### src/dcm_ptc_pkg.sv
// ==========================================================
// shared sizes and entry word fields of the page table
// controller; the entry word layout is fixed at 39 bits
// ==========================================================
package dcm_ptc_pkg;

  // ==========================================================
  // page and request sizes
  // ==========================================================

  // page index width inside one way
  localparam int page_addr_w = 5;

  // request id width, one slot per thread and id
  localparam int rid_w = 4;
  localparam int buf_depth = 2 ** (rid_w + 1);

  localparam int vaddr_w = 32;

  // ==========================================================
  // entry word
  // ==========================================================

  localparam int pte_w = 39;

  // virtual page number field, address bits 31..11
  localparam int vpn_lsb = 11;
  localparam int vpn_w = 21;

  // state codes, bits 9..8
  localparam logic [1:0] pte_state_pend = 2'b01;
  localparam logic [1:0] pte_state_done = 2'b10;

  // low flag nibble
  localparam logic [3:0] pte_flags_done = 4'b1110;
  localparam logic [3:0] pte_flags_pend = 4'b0000;

  // ==========================================================
  // clear sweep
  // ==========================================================

  // top bit set means the sweep is over
  localparam int sweep_cnt_w = page_addr_w + 3;

endpackage

### src/dcm_ptc_if.sv
// ==========================================================
// internal links of the page table controller; both are
// plain wires with no handshake of their own
// ==========================================================
`timescale 1ns/1ps

// held request, start or end
interface ptc_req_if
  import dcm_ptc_pkg::*;
();
  logic                   stb;
  logic                   last;
  logic                   tid;
  logic                   wid;
  logic                   tag;
  logic [page_addr_w-1:0] page;
  logic [vaddr_w-1:0]     v_addr;

  modport src (output stb, last, tid, wid, tag, page, v_addr);
  modport dst (input stb, last, tid, wid, tag, page, v_addr);
endinterface

// one page table write, also used for the flag table
interface ptc_pte_if
  import dcm_ptc_pkg::*;
();
  logic                   clr;
  logic                   stb;
  logic                   tid;
  logic                   eor;
  logic                   wid;
  logic [page_addr_w-1:0] page;
  logic [pte_w-1:0]       data;

  modport src (output clr, stb, tid, eor, wid, page, data);
  modport dst (input clr, stb, tid, eor, wid, page, data);
endinterface

### src/ptc_req_stage.sv
// ==========================================================
// one-deep holding stage for request start and end strobes
// a held request stays while ack_stb is high
// req_ack is combinational on the live strobes
// ==========================================================
`timescale 1ns/1ps

module ptc_req_stage
  import dcm_ptc_pkg::*;
(
  input  logic                   clk,
  input  logic                   rst,
  input  logic                   req_stb,
  input  logic                   req_end,
  input  logic                   req_tid,
  input  logic                   req_wid,
  input  logic                   req_tag,
  input  logic [page_addr_w-1:0] req_page,
  input  logic [vaddr_w-1:0]     req_v_addr,
  input  logic                   ack_stb,
  output logic                   req_ack,
  output logic                   req_rdy,
  ptc_req_if.src                 held
);

  logic capture;
  logic release_req;

  // take a new request only of a kind not already held
  assign capture = (req_stb && !held.stb) || (req_end && !held.last);

  // an ack from memory wins the entry generator, so keep waiting
  assign release_req = (held.stb || held.last) && !ack_stb;

  always_ff @(posedge clk or posedge rst)
  begin
    if (rst)
    begin
      held.stb  <= 1'b0;
      held.last <= 1'b0;
    end
    else if (capture)
    begin
      held.stb  <= req_stb;
      held.last <= req_end;
    end
    else if (release_req)
    begin
      held.stb  <= 1'b0;
      held.last <= 1'b0;
    end
  end

  // request fields
  always_ff @(posedge clk)
  begin
    if (capture)
    begin
      held.tid    <= req_tid;
      held.wid    <= req_wid;
      held.tag    <= req_tag;
      held.page   <= req_page;
      held.v_addr <= req_v_addr;
    end
  end

  assign req_ack = (held.stb && req_stb) || (held.last && req_end);
  assign req_rdy = !(held.stb || held.last);

endmodule

### src/ptc_req_buffer.sv
// ==========================================================
// started requests, one slot per thread and request id
// a new start overwrites the slot, no occupancy tracking
// ==========================================================
`timescale 1ns/1ps

module ptc_req_buffer
  import dcm_ptc_pkg::*;
(
  input  logic                   clk,
  input  logic                   req_stb,
  input  logic                   req_tid,
  input  logic [rid_w-1:0]       req_rid,
  input  logic                   req_wid,
  input  logic                   req_tag,
  input  logic [page_addr_w-1:0] req_page,
  input  logic [vaddr_w-1:0]     req_v_addr,
  input  logic                   ack_tid,
  input  logic [rid_w-1:0]       ack_rid,
  output logic [page_addr_w-1:0] rd_page,
  output logic                   rd_wid,
  output logic                   rd_tag,
  output logic [vaddr_w-1:0]     rd_v_addr
);

  logic [page_addr_w-1:0] mem_page   [buf_depth];
  logic                   mem_wid    [buf_depth];
  logic                   mem_tag    [buf_depth];
  logic [vaddr_w-1:0]     mem_v_addr [buf_depth];

  logic [rid_w:0] wr_idx;
  logic [rid_w:0] rd_idx;

  // thread id is the top index bit
  assign wr_idx = {req_tid, req_rid};
  assign rd_idx = {ack_tid, ack_rid};

  always_ff @(posedge clk)
  begin
    if (req_stb)
    begin
      mem_page[wr_idx]   <= req_page;
      mem_wid[wr_idx]    <= req_wid;
      mem_tag[wr_idx]    <= req_tag;
      mem_v_addr[wr_idx] <= req_v_addr;
    end
  end

  // asynchronous read for the ack cycle
  assign rd_page   = mem_page[rd_idx];
  assign rd_wid    = mem_wid[rd_idx];
  assign rd_tag    = mem_tag[rd_idx];
  assign rd_v_addr = mem_v_addr[rd_idx];

endmodule

### src/ptc_entry_gen.sv
// ==========================================================
// clear sweep after reset, then one entry per cycle chosen
// as ack, held start, held end in that order
// requests and acks are ignored while rdy is low
// ==========================================================
`timescale 1ns/1ps

module ptc_entry_gen
  import dcm_ptc_pkg::*;
(
  input  logic                   clk,
  input  logic                   rst,
  input  logic                   ack_stb,
  input  logic                   ack_tid,
  input  logic [page_addr_w-1:0] rd_page,
  input  logic                   rd_wid,
  input  logic                   rd_tag,
  input  logic [vaddr_w-1:0]     rd_v_addr,
  ptc_req_if.dst                 held,
  ptc_pte_if.src                 pte,
  output logic                   rdy
);

  logic [sweep_cnt_w-1:0] sweep_cnt;

  logic                   nxt_clr;
  logic                   nxt_stb;
  logic                   nxt_tid;
  logic                   nxt_eor;
  logic                   nxt_wid;
  logic [page_addr_w-1:0] nxt_page;
  logic [pte_w-1:0]       nxt_data;

  // pending or completed entry word
  function automatic logic [pte_w-1:0] make_pte(
    input logic               done,
    input logic               tag,
    input logic [vaddr_w-1:0] va
  );
    logic [vpn_w-1:0] vpn;
    vpn = done ? va[vpn_lsb +: vpn_w] : '0;
    return {
      {(pte_w - vpn_lsb - vpn_w){1'b0}},
      vpn,
      done,
      done ? pte_state_done : pte_state_pend,
      tag,
      1'b0,
      {2{va[vaddr_w-1]}},
      done ? pte_flags_done : pte_flags_pend
    };
  endfunction

  // ==========================================================
  // decision
  // ==========================================================

  assign rdy = sweep_cnt[sweep_cnt_w-1];

  always_comb
  begin
    nxt_clr  = 1'b0;
    nxt_stb  = 1'b0;
    nxt_tid  = 1'b0;
    nxt_eor  = 1'b0;
    nxt_wid  = 1'b0;
    nxt_page = '0;
    nxt_data = '0;
    if (!rdy)
    begin
      // counter order, tid on top then wid then page
      nxt_clr  = 1'b1;
      nxt_stb  = 1'b1;
      nxt_tid  = sweep_cnt[page_addr_w+1];
      nxt_wid  = sweep_cnt[page_addr_w];
      nxt_page = sweep_cnt[page_addr_w-1:0];
    end
    else if (ack_stb)
    begin
      // memory answered, complete the buffered slot
      nxt_stb  = 1'b1;
      nxt_tid  = ack_tid;
      nxt_eor  = 1'b1;
      nxt_wid  = rd_wid;
      nxt_page = rd_page;
      nxt_data = make_pte(1'b1, rd_tag, rd_v_addr);
    end
    else if (held.stb)
    begin
      nxt_stb  = 1'b1;
      nxt_tid  = held.tid;
      nxt_wid  = held.wid;
      nxt_page = held.page;
      nxt_data = make_pte(1'b0, held.tag, held.v_addr);
    end
    else if (held.last)
    begin
      nxt_stb  = 1'b1;
      nxt_tid  = held.tid;
      nxt_wid  = held.wid;
      nxt_page = held.page;
      nxt_data = make_pte(1'b1, held.tag, held.v_addr);
    end
  end

  // ==========================================================
  // registers
  // ==========================================================

  always_ff @(posedge clk or posedge rst)
  begin
    if (rst)
    begin
      sweep_cnt <= '0;
      pte.clr   <= 1'b0;
      pte.stb   <= 1'b0;
      pte.eor   <= 1'b0;
    end
    else
    begin
      // saturates once the top bit sets
      if (!rdy)
        sweep_cnt <= sweep_cnt + sweep_cnt_w'(1);
      pte.clr <= nxt_clr;
      pte.stb <= nxt_stb;
      pte.eor <= nxt_eor;
    end
  end

  always_ff @(posedge clk)
  begin
    pte.tid  <= nxt_tid;
    pte.wid  <= nxt_wid;
    pte.page <= nxt_page;
    pte.data <= nxt_data;
  end

endmodule

### src/ptc_out_pipe.sv
// ==========================================================
// two cycle delay of the write record, matches the table
// read latency; fans out to page table and flag table
// ==========================================================
`timescale 1ns/1ps

module ptc_out_pipe
  import dcm_ptc_pkg::*;
(
  input  logic                   clk,
  input  logic                   rst,
  ptc_pte_if.dst                 pte,
  output logic                   ptw_stb,
  output logic                   ptw_tid,
  output logic                   ptw_eor,
  output logic                   ptw_wid,
  output logic [page_addr_w-1:0] ptw_page,
  output logic [pte_w-1:0]       ptw_data,
  output logic                   pwf_clr,
  output logic                   pwf_wen,
  output logic                   pwf_tid,
  output logic                   pwf_wid,
  output logic [page_addr_w-1:0] pwf_page
);

  // index 0 is the first stage, index 1 the output stage
  logic [1:0]                  dly_clr;
  logic [1:0]                  dly_stb;
  logic [1:0]                  dly_eor;
  logic [1:0]                  dly_tid;
  logic [1:0]                  dly_wid;
  logic [1:0][page_addr_w-1:0] dly_page;
  logic [1:0][pte_w-1:0]       dly_data;

  always_ff @(posedge clk or posedge rst)
  begin
    if (rst)
    begin
      dly_clr <= '0;
      dly_stb <= '0;
      dly_eor <= '0;
    end
    else
    begin
      dly_clr <= {dly_clr[0], pte.clr};
      dly_stb <= {dly_stb[0], pte.stb};
      dly_eor <= {dly_eor[0], pte.eor};
    end
  end

  always_ff @(posedge clk)
  begin
    dly_tid  <= {dly_tid[0], pte.tid};
    dly_wid  <= {dly_wid[0], pte.wid};
    dly_page <= {dly_page[0], pte.page};
    dly_data <= {dly_data[0], pte.data};
  end

  // page table port
  assign ptw_stb  = dly_stb[1];
  assign ptw_tid  = dly_tid[1];
  assign ptw_eor  = dly_eor[1];
  assign ptw_wid  = dly_wid[1];
  assign ptw_page = dly_page[1];
  assign ptw_data = dly_data[1];

  // write flag port, written along with every entry
  assign pwf_clr  = dly_clr[1];
  assign pwf_wen  = dly_stb[1];
  assign pwf_tid  = dly_tid[1];
  assign pwf_wid  = dly_wid[1];
  assign pwf_page = dly_page[1];

endmodule

### src/dcm_ptc.sv
// ==========================================================
// page table controller of the data cache miss unit
// ptw_stb follows ack_stb by 3 cycles, a request by 4
// requests before rdy are dropped
// ==========================================================
`timescale 1ns/1ps

module dcm_ptc
  import dcm_ptc_pkg::*;
(
  input  logic                   clk,
  input  logic                   rst,
  output logic                   rdy,
  input  logic                   req_stb,
  input  logic                   req_end,
  output logic                   req_ack,
  input  logic [rid_w-1:0]       req_rid,
  input  logic                   req_tid,
  input  logic                   req_wid,
  input  logic                   req_tag,
  input  logic [page_addr_w-1:0] req_page,
  input  logic [vaddr_w-1:0]     req_v_addr,
  output logic                   req_rdy,
  input  logic                   ack_stb,
  input  logic [rid_w-1:0]       ack_rid,
  input  logic                   ack_tid,
  output logic                   ptw_stb,
  output logic                   ptw_tid,
  output logic                   ptw_eor,
  output logic                   ptw_wid,
  output logic [page_addr_w-1:0] ptw_page,
  output logic [pte_w-1:0]       ptw_data,
  output logic                   pwf_clr,
  output logic                   pwf_wen,
  output logic                   pwf_tid,
  output logic                   pwf_wid,
  output logic [page_addr_w-1:0] pwf_page
);

  logic [page_addr_w-1:0] rd_page;
  logic                   rd_wid;
  logic                   rd_tag;
  logic [vaddr_w-1:0]     rd_v_addr;

  ptc_req_if held_if ();
  ptc_pte_if pte_if ();

  ptc_req_stage u_req_stage (
    .clk(clk), .rst(rst),
    .req_stb(req_stb), .req_end(req_end),
    .req_tid(req_tid), .req_wid(req_wid), .req_tag(req_tag),
    .req_page(req_page), .req_v_addr(req_v_addr),
    .ack_stb(ack_stb), .req_ack(req_ack), .req_rdy(req_rdy),
    .held(held_if.src)
  );

  ptc_req_buffer u_req_buffer (
    .clk(clk), .req_stb(req_stb), .req_tid(req_tid), .req_rid(req_rid),
    .req_wid(req_wid), .req_tag(req_tag),
    .req_page(req_page), .req_v_addr(req_v_addr),
    .ack_tid(ack_tid), .ack_rid(ack_rid),
    .rd_page(rd_page), .rd_wid(rd_wid), .rd_tag(rd_tag), .rd_v_addr(rd_v_addr)
  );

  ptc_entry_gen u_entry_gen (
    .clk(clk), .rst(rst), .ack_stb(ack_stb), .ack_tid(ack_tid),
    .rd_page(rd_page), .rd_wid(rd_wid), .rd_tag(rd_tag), .rd_v_addr(rd_v_addr),
    .held(held_if.dst), .pte(pte_if.src), .rdy(rdy)
  );

  ptc_out_pipe u_out_pipe (
    .clk(clk), .rst(rst), .pte(pte_if.dst),
    .ptw_stb(ptw_stb), .ptw_tid(ptw_tid), .ptw_eor(ptw_eor), .ptw_wid(ptw_wid),
    .ptw_page(ptw_page), .ptw_data(ptw_data),
    .pwf_clr(pwf_clr), .pwf_wen(pwf_wen), .pwf_tid(pwf_tid), .pwf_wid(pwf_wid),
    .pwf_page(pwf_page)
  );

endmodule

### config.mk
export PLATFORM = sky130hd
export DESIGN_NAME = dcm_ptc
export DESIGN_NICKNAME = d
export VERILOG_FILES = /design/src/dcm_ptc_pkg.sv /design/src/dcm_ptc_if.sv /design/src/ptc_req_stage.sv /design/src/ptc_req_buffer.sv /design/src/ptc_entry_gen.sv /design/src/ptc_out_pipe.sv /design/src/dcm_ptc.sv
export SDC_FILE = /design/constraint.sdc
export NUM_CORES = 1
export LEC_CHECK = 0
export ABC_CLOCK_PERIOD_IN_PS = 1900
export BUFFER_PORTS_ARGS = -buffer_cell sky130_fd_sc_hd__buf_4
export CORE_MARGIN = 2
export CORE_UTILIZATION = 55
export DETAILED_ROUTE_END_ITERATION = 16
export GPL_TIMING_DRIVEN = 1
export MAX_ROUTING_LAYER = met4
export PLACE_DENSITY = 0.74
export SETUP_SLACK_MARGIN = 0.5
export SLEW_MARGIN = 20
export SYNTH_ARGS = -nofsm -noshare
export SYNTH_HDL_FRONTEND = slang
export SYNTH_HIERARCHICAL = 1
export SYNTH_SLANG_ARGS = --single-unit
export TNS_END_PERCENT = 1
### constraint.sdc
create_clock -name clk -period 1.9 [get_ports clk]
set_clock_uncertainty 0.05 [all_clocks]
set_input_delay 0.095 -clock clk [delete_from_list [all_inputs] [get_ports clk]]
set_output_delay 0.095 -clock clk [all_outputs]
set_load 0.01 [all_outputs]
* Yosys cells after proc, flatten, opt, wreduce, memory -nomap -nowiden
Memories as Yosys holds them, arrays and structs flattened.
Cells that the tools add are included.
** Operators by class
- Add/subtract/negate cells :: 1
- Multiplexer cells :: 28
- Bitwise operators :: 1
- Reductions and logical operators :: 15
** Operators by type and width (number)
- two-way mux 32 bit :: 3
- two-way mux 1 bit :: 20
- two-way mux 5 bit :: 4
- adder 8 x 1 -> 8 bit (second input constant) :: 1
- two-way mux 8 bit :: 1
- logical AND 1 bit :: 5
- zero test 1 bit :: 4
- logical OR 1 bit :: 3
- OR reduction 3 bit :: 1
- nonzero test 2 bit :: 1
- OR reduction 2 bit :: 1
- NOT 1 bit :: 1
** Storage, ports and cells
- Register bits :: 197
- Memory bits (writable) :: 1248
- Output and inout port bits :: 60
- Word-level logic and storage cells :: 76
- Memories kept :: 4
** Memories
- u_req_buffer.mem_v_addr :: words 32, width 32, rd ports 1, clocked after Yosys merged registers in 0, wr ports 1, line ptc_req_buffer.sv:29 : logic [vaddr_w-1:0] mem_v_addr [buf_depth];
- u_req_buffer.mem_page :: words 32, width 5, rd ports 1, clocked after Yosys merged registers in 0, wr ports 1, line ptc_req_buffer.sv:26 : logic [page_addr_w-1:0] mem_page [buf_depth];
- u_req_buffer.mem_tag :: words 32, width 1, rd ports 1, clocked after Yosys merged registers in 0, wr ports 1, line ptc_req_buffer.sv:28 : logic mem_tag [buf_depth];
- u_req_buffer.mem_wid :: words 32, width 1, rd ports 1, clocked after Yosys merged registers in 0, wr ports 1, line ptc_req_buffer.sv:27 : logic mem_wid [buf_depth];

* Logic depth before layout (Yosys ltp)
- Depth in word-level cells :: 4
- Gate-level depth with buffers :: 10
- Mapped depth without buffers :: 7

* By module
Netlist, hierarchy kept.
** Modules (own cells, without submodules)
- ptc_req_buffer :: times used 1, cells each 2704, area an instance 48721.7 um^2, seq. area each 37475.9 um^2
- ptc_out_pipe :: times used 1, cells each 151, area an instance 2386.0 um^2, seq. area each 1991.9 um^2
- ptc_entry_gen :: times used 1, cells each 132, area an instance 1597.8 um^2, seq. area each 915.9 um^2
- ptc_req_stage :: times used 1, cells each 52, area an instance 1321.3 um^2, seq. area each 1251.2 um^2

* Worst setup path before layout
No wires, ideal clock.
- Path type :: input to register
- From :: input port req_rid[0]
- To :: memory u_req_buffer.mem_page[24][0], enable pin
- Setup time :: 0.435 ns
- Arrival :: 2.397 ns
- Setup slack :: -0.982 ns
- Stages on the path :: 3
- Cell sequence :: or3b_2 > clkbuf_1 > nor2_1
** RTL lines
- from (decl) :: line dcm_ptc.sv:17 : input logic [rid_w-1:0] req_rid,
- to (decl) :: line ptc_req_buffer.sv:26
No word-level cell before the write port.

* Worst setup path after layout
- From :: memory u_req_buffer.mem_v_addr[3][31]
- To :: register u_entry_gen.pte.data[31]
** Between the ends
- Cells in the longest elaborated chain, start to end :: 2
** RTL lines
- from (decl) :: line ptc_req_buffer.sv:29
- memory read (32 x 32 bit)
- named net rd_v_addr[31] :: line dcm_ptc.sv:43 : logic [vaddr_w-1:0] rd_v_addr;
- two-way mux 32 bit :: line ptc_entry_gen.sv:78 : else if (ack_stb)
- to (signal assigned) :: line ptc_entry_gen.sv:135 : pte.data <= nxt_data;
- to (decl) :: line dcm_ptc_if.sv:35 : modport src (output clr, stb, tid, eor, wid, page, data);
The timed path passes the listed nets, and every way through them passes these cells.
A chain may end at the register's enable or synchronous reset.

==> impl_metrics.json <==
{
  "grt_overflow": 0,
  "critPathKind": "reg2reg",
  "min_from": "req_rid[0]",
  "dp_hpwl_mm": 53.3,
  "rsz0062_at_grt": "true",
  "status": "finished, final reports clean",
  "grt_max_degree": 42,
  "seq_area_um2": 30700,
  "drv_cap": 0,
  "fin_nets": 2557,
  "hold_viol": 0,
  "drc": 0,
  "power_mw": 49.2,
  "peakVddDrop_uv": 779,
  "report.final.slew_viol_count": 0,
  "layout-drive-gt1-share_pct": 18.6,
  "worst_slew_pin_slew_ns": 0.714,
  "setup_viol": 0,
  "vias": 21200,
  "tritoncts": "yes",
  "fmaxAchievable_mhz": 569,
  "syn_to_final_growth_pct": 16.9,
  "min_path_type": "in2reg",
  "fin_setup_tns_ns": 0,
  "die_h_um": 275,
  "r2r_start": "u_req_buffer/mem_v_addr[3][31]$_DFFE_PP_",
  "io_buffer_count": 102,
  "ant_nets": 0,
  "grt_pass1_wl_mm": 134,
  "leakage_nw": 16.9,
  "track_usage_pct": 24.9,
  "multiInputGateArea_um2": 8250,
  "slew_headroom_pct": 52.1,
  "synth_area_um2": 40300,
  "drt_wl_total_mm": 90.3,
  "cts.clk_slew.worst_paths_ns": 0.06,
  "clockRootBuffer": "clkbuf_16",
  "die_w_um": 275,
  "cts_sinks": 1068,
  "reg2reg_slack_ns": 0.14,
  "fin_crit_sh_pct": 92.5,
  "yosys_warnings": 6,
  "die-area_um2": 75400,
  "crit_path_end_kind": "flop",
  "cp-start-kind": "flop",
  "p_per_area_nw_per_um2": 1040,
  "clock_latency_ns": 0.66,
  "htree_levels": 3,
  "ios": 114,
  "antenna_found_initial": 2,
  "worstPathArrival_ns": 2.25,
  "cp.required_ns": 2.39,
  "syn_inst": 2308,
  "r2r_cells": 7,
  "clock_path_buffers": 3,
  "first_global_vias": 21200,
  "first_iter_violations": 2072,
  "hold_depth": 3,
  "core_area_um2": 72700,
  "gp_congestion": 0.842,
  "period_needed_ns": 1.76,
  "hold_end": "u_req_buffer/mem_tag[28]$_DFFE_PP_",
  "numCtsBuffers": 103,
  "initial_core_util_pct": 55.4,
  "r2r_end": "u_entry_gen/pte.data[31]$_SDFF_PN0_",
  "placementRows": 99,
  "viasPerCell": 5.97,
  "wl_per_cell_um": 25.4,
  "post_synth.cell_area_avg_um2": 17.4,
  "dr.pass1.iters": 6,
  "fill_cells": 4768,
  "cp_max_fo": 2
}
## repair_timing
action	in CTS	in global routing
pin swaps	11	1
resized for setup	6	1
endpoints found under the hold margin	956	0
hold buffers	35	0
buffers inserted	0	0
endpoints found under the setup margin	63	64
## sequential cells by signal, indices dropped and copies added, names as in the netlist, 2 cells and up
signal / cells
u_entry_gen/sweep_cnt: 8
u_out_pipe/dly_tid: 2
u_req_buffer/mem_page: 160
u_req_buffer/mem_tag: 32
u_req_stage/held.page: 5
u_entry_gen/pte.data: 25
u_out_pipe/dly_page: 5
u_out_pipe/dly_stb: 2
u_out_pipe/dly_eor: 2
u_out_pipe/ptw_data: 39
u_out_pipe/dly_clr: 2
u_req_stage/held.v_addr: 21
u_req_buffer/mem_wid: 32
u_out_pipe/dly_wid: 2
u_entry_gen/pte.page: 5
u_req_buffer/mem_v_addr: 672
u_out_pipe/dly_data: 39
u_out_pipe/ptw_page: 5
## power by group
group	switching (mW)	internal (mW)	total [mW]	leakage, nW
combinational	1.49	0.955	2.45	5.61
sequential	0.0884	25.8	25.9	9.58
clock	8.54	12.3	20.8	1.75
total	10.1	39.1	49.2	16.9
## worst max-delay path, stage by stage, from the launching register on
cell,delay (ns)
edfxtp_1,0.37
mux2i_1,0.16
a22o_1,0.16
nor3_1,0.06
a31oi_1,0.18
buf_4,0.16
nand3_1,0.22
a22o_1,0.28
## cell type report
class	count	share of cell area [%]
diodes	2	0.0106
clock buffers	137	6.18
clock inverters	58	1.34
inverters	5	0.0399
multi-input cells	1030	17.5
flip-flops and latches	1068	65.3
well taps	959	2.55
repair buffers	294	7.07
## routing by layer
layer  GRT usage, %  wire, um  up-vias
met2           39.8     44600      917
met5              -         0        -
li1               -         -     9280
met1           32.7     36000    10800
met4           8.28      2940        0
met3           4.02      6750      182
## cell usage in the layout, fill, tap and decap left out, types with 6 or more instances in the layout
cell	n
clkinv_1	9
conb_1	9
nor3_1	26
dlygate4sd3_1	35
dfrtp_1	19
clkinv_2	22
and3_1	6
nand3b_1	6
clkbuf_1	16
mux2i_1	448
buf_12	82
clkbuf_16	105
a221o_1	7
clkbuf_8	16
a21oi_1	85
buf_4	176
a22o_1	80
nand2_1	91
edfxtp_1	925
a31oi_1	25
a22oi_1	84
nor2_4	33
bufinv_16	11
nand3_1	88
dfxtp_1	124
## stage by stage
stage	instance area (um2)	std cells	hold WS [ns]	worst slack (ns)	utilization (%)
global route	47100	3553	0.127	0.0878	64.7
floorplan	40600	2316	-0.214	0.130	-
finish	47100	3553	0.130	0.143	64.7
global placement	43100	3321	-0.0784	-0.102	59.3
detailed placement	43100	3321	-0.0696	-0.114	59.3
CTS	47100	3551	0.0988	0.166	64.7
## worst max-delay path by stage
stage,from,to,cells after the start
6_report,u_req_buffer/mem_v_addr[3][31]$_DFFE_PP_,u_entry_gen/pte.data[31]$_SDFF_PN0_,7
5_1_grt,u_req_buffer/mem_page[1][3]$_DFFE_PP_,u_entry_gen/pte.page[3]$_DFF_P_,7
4_1_cts,u_req_buffer/mem_page[1][3]$_DFFE_PP_,u_entry_gen/pte.page[3]$_DFF_P_,7
3_5_place_dp,ack_rid[0],u_entry_gen/pte.data[18]$_SDFF_PN0_,9
3_3_place_gp,ack_rid[0],u_entry_gen/pte.data[18]$_SDFF_PN0_,9
2_1_floorplan,req_rid[0],u_req_buffer/mem_page[10][0]$_DFFE_PP_,2
(Power assumes the default switching activity.)
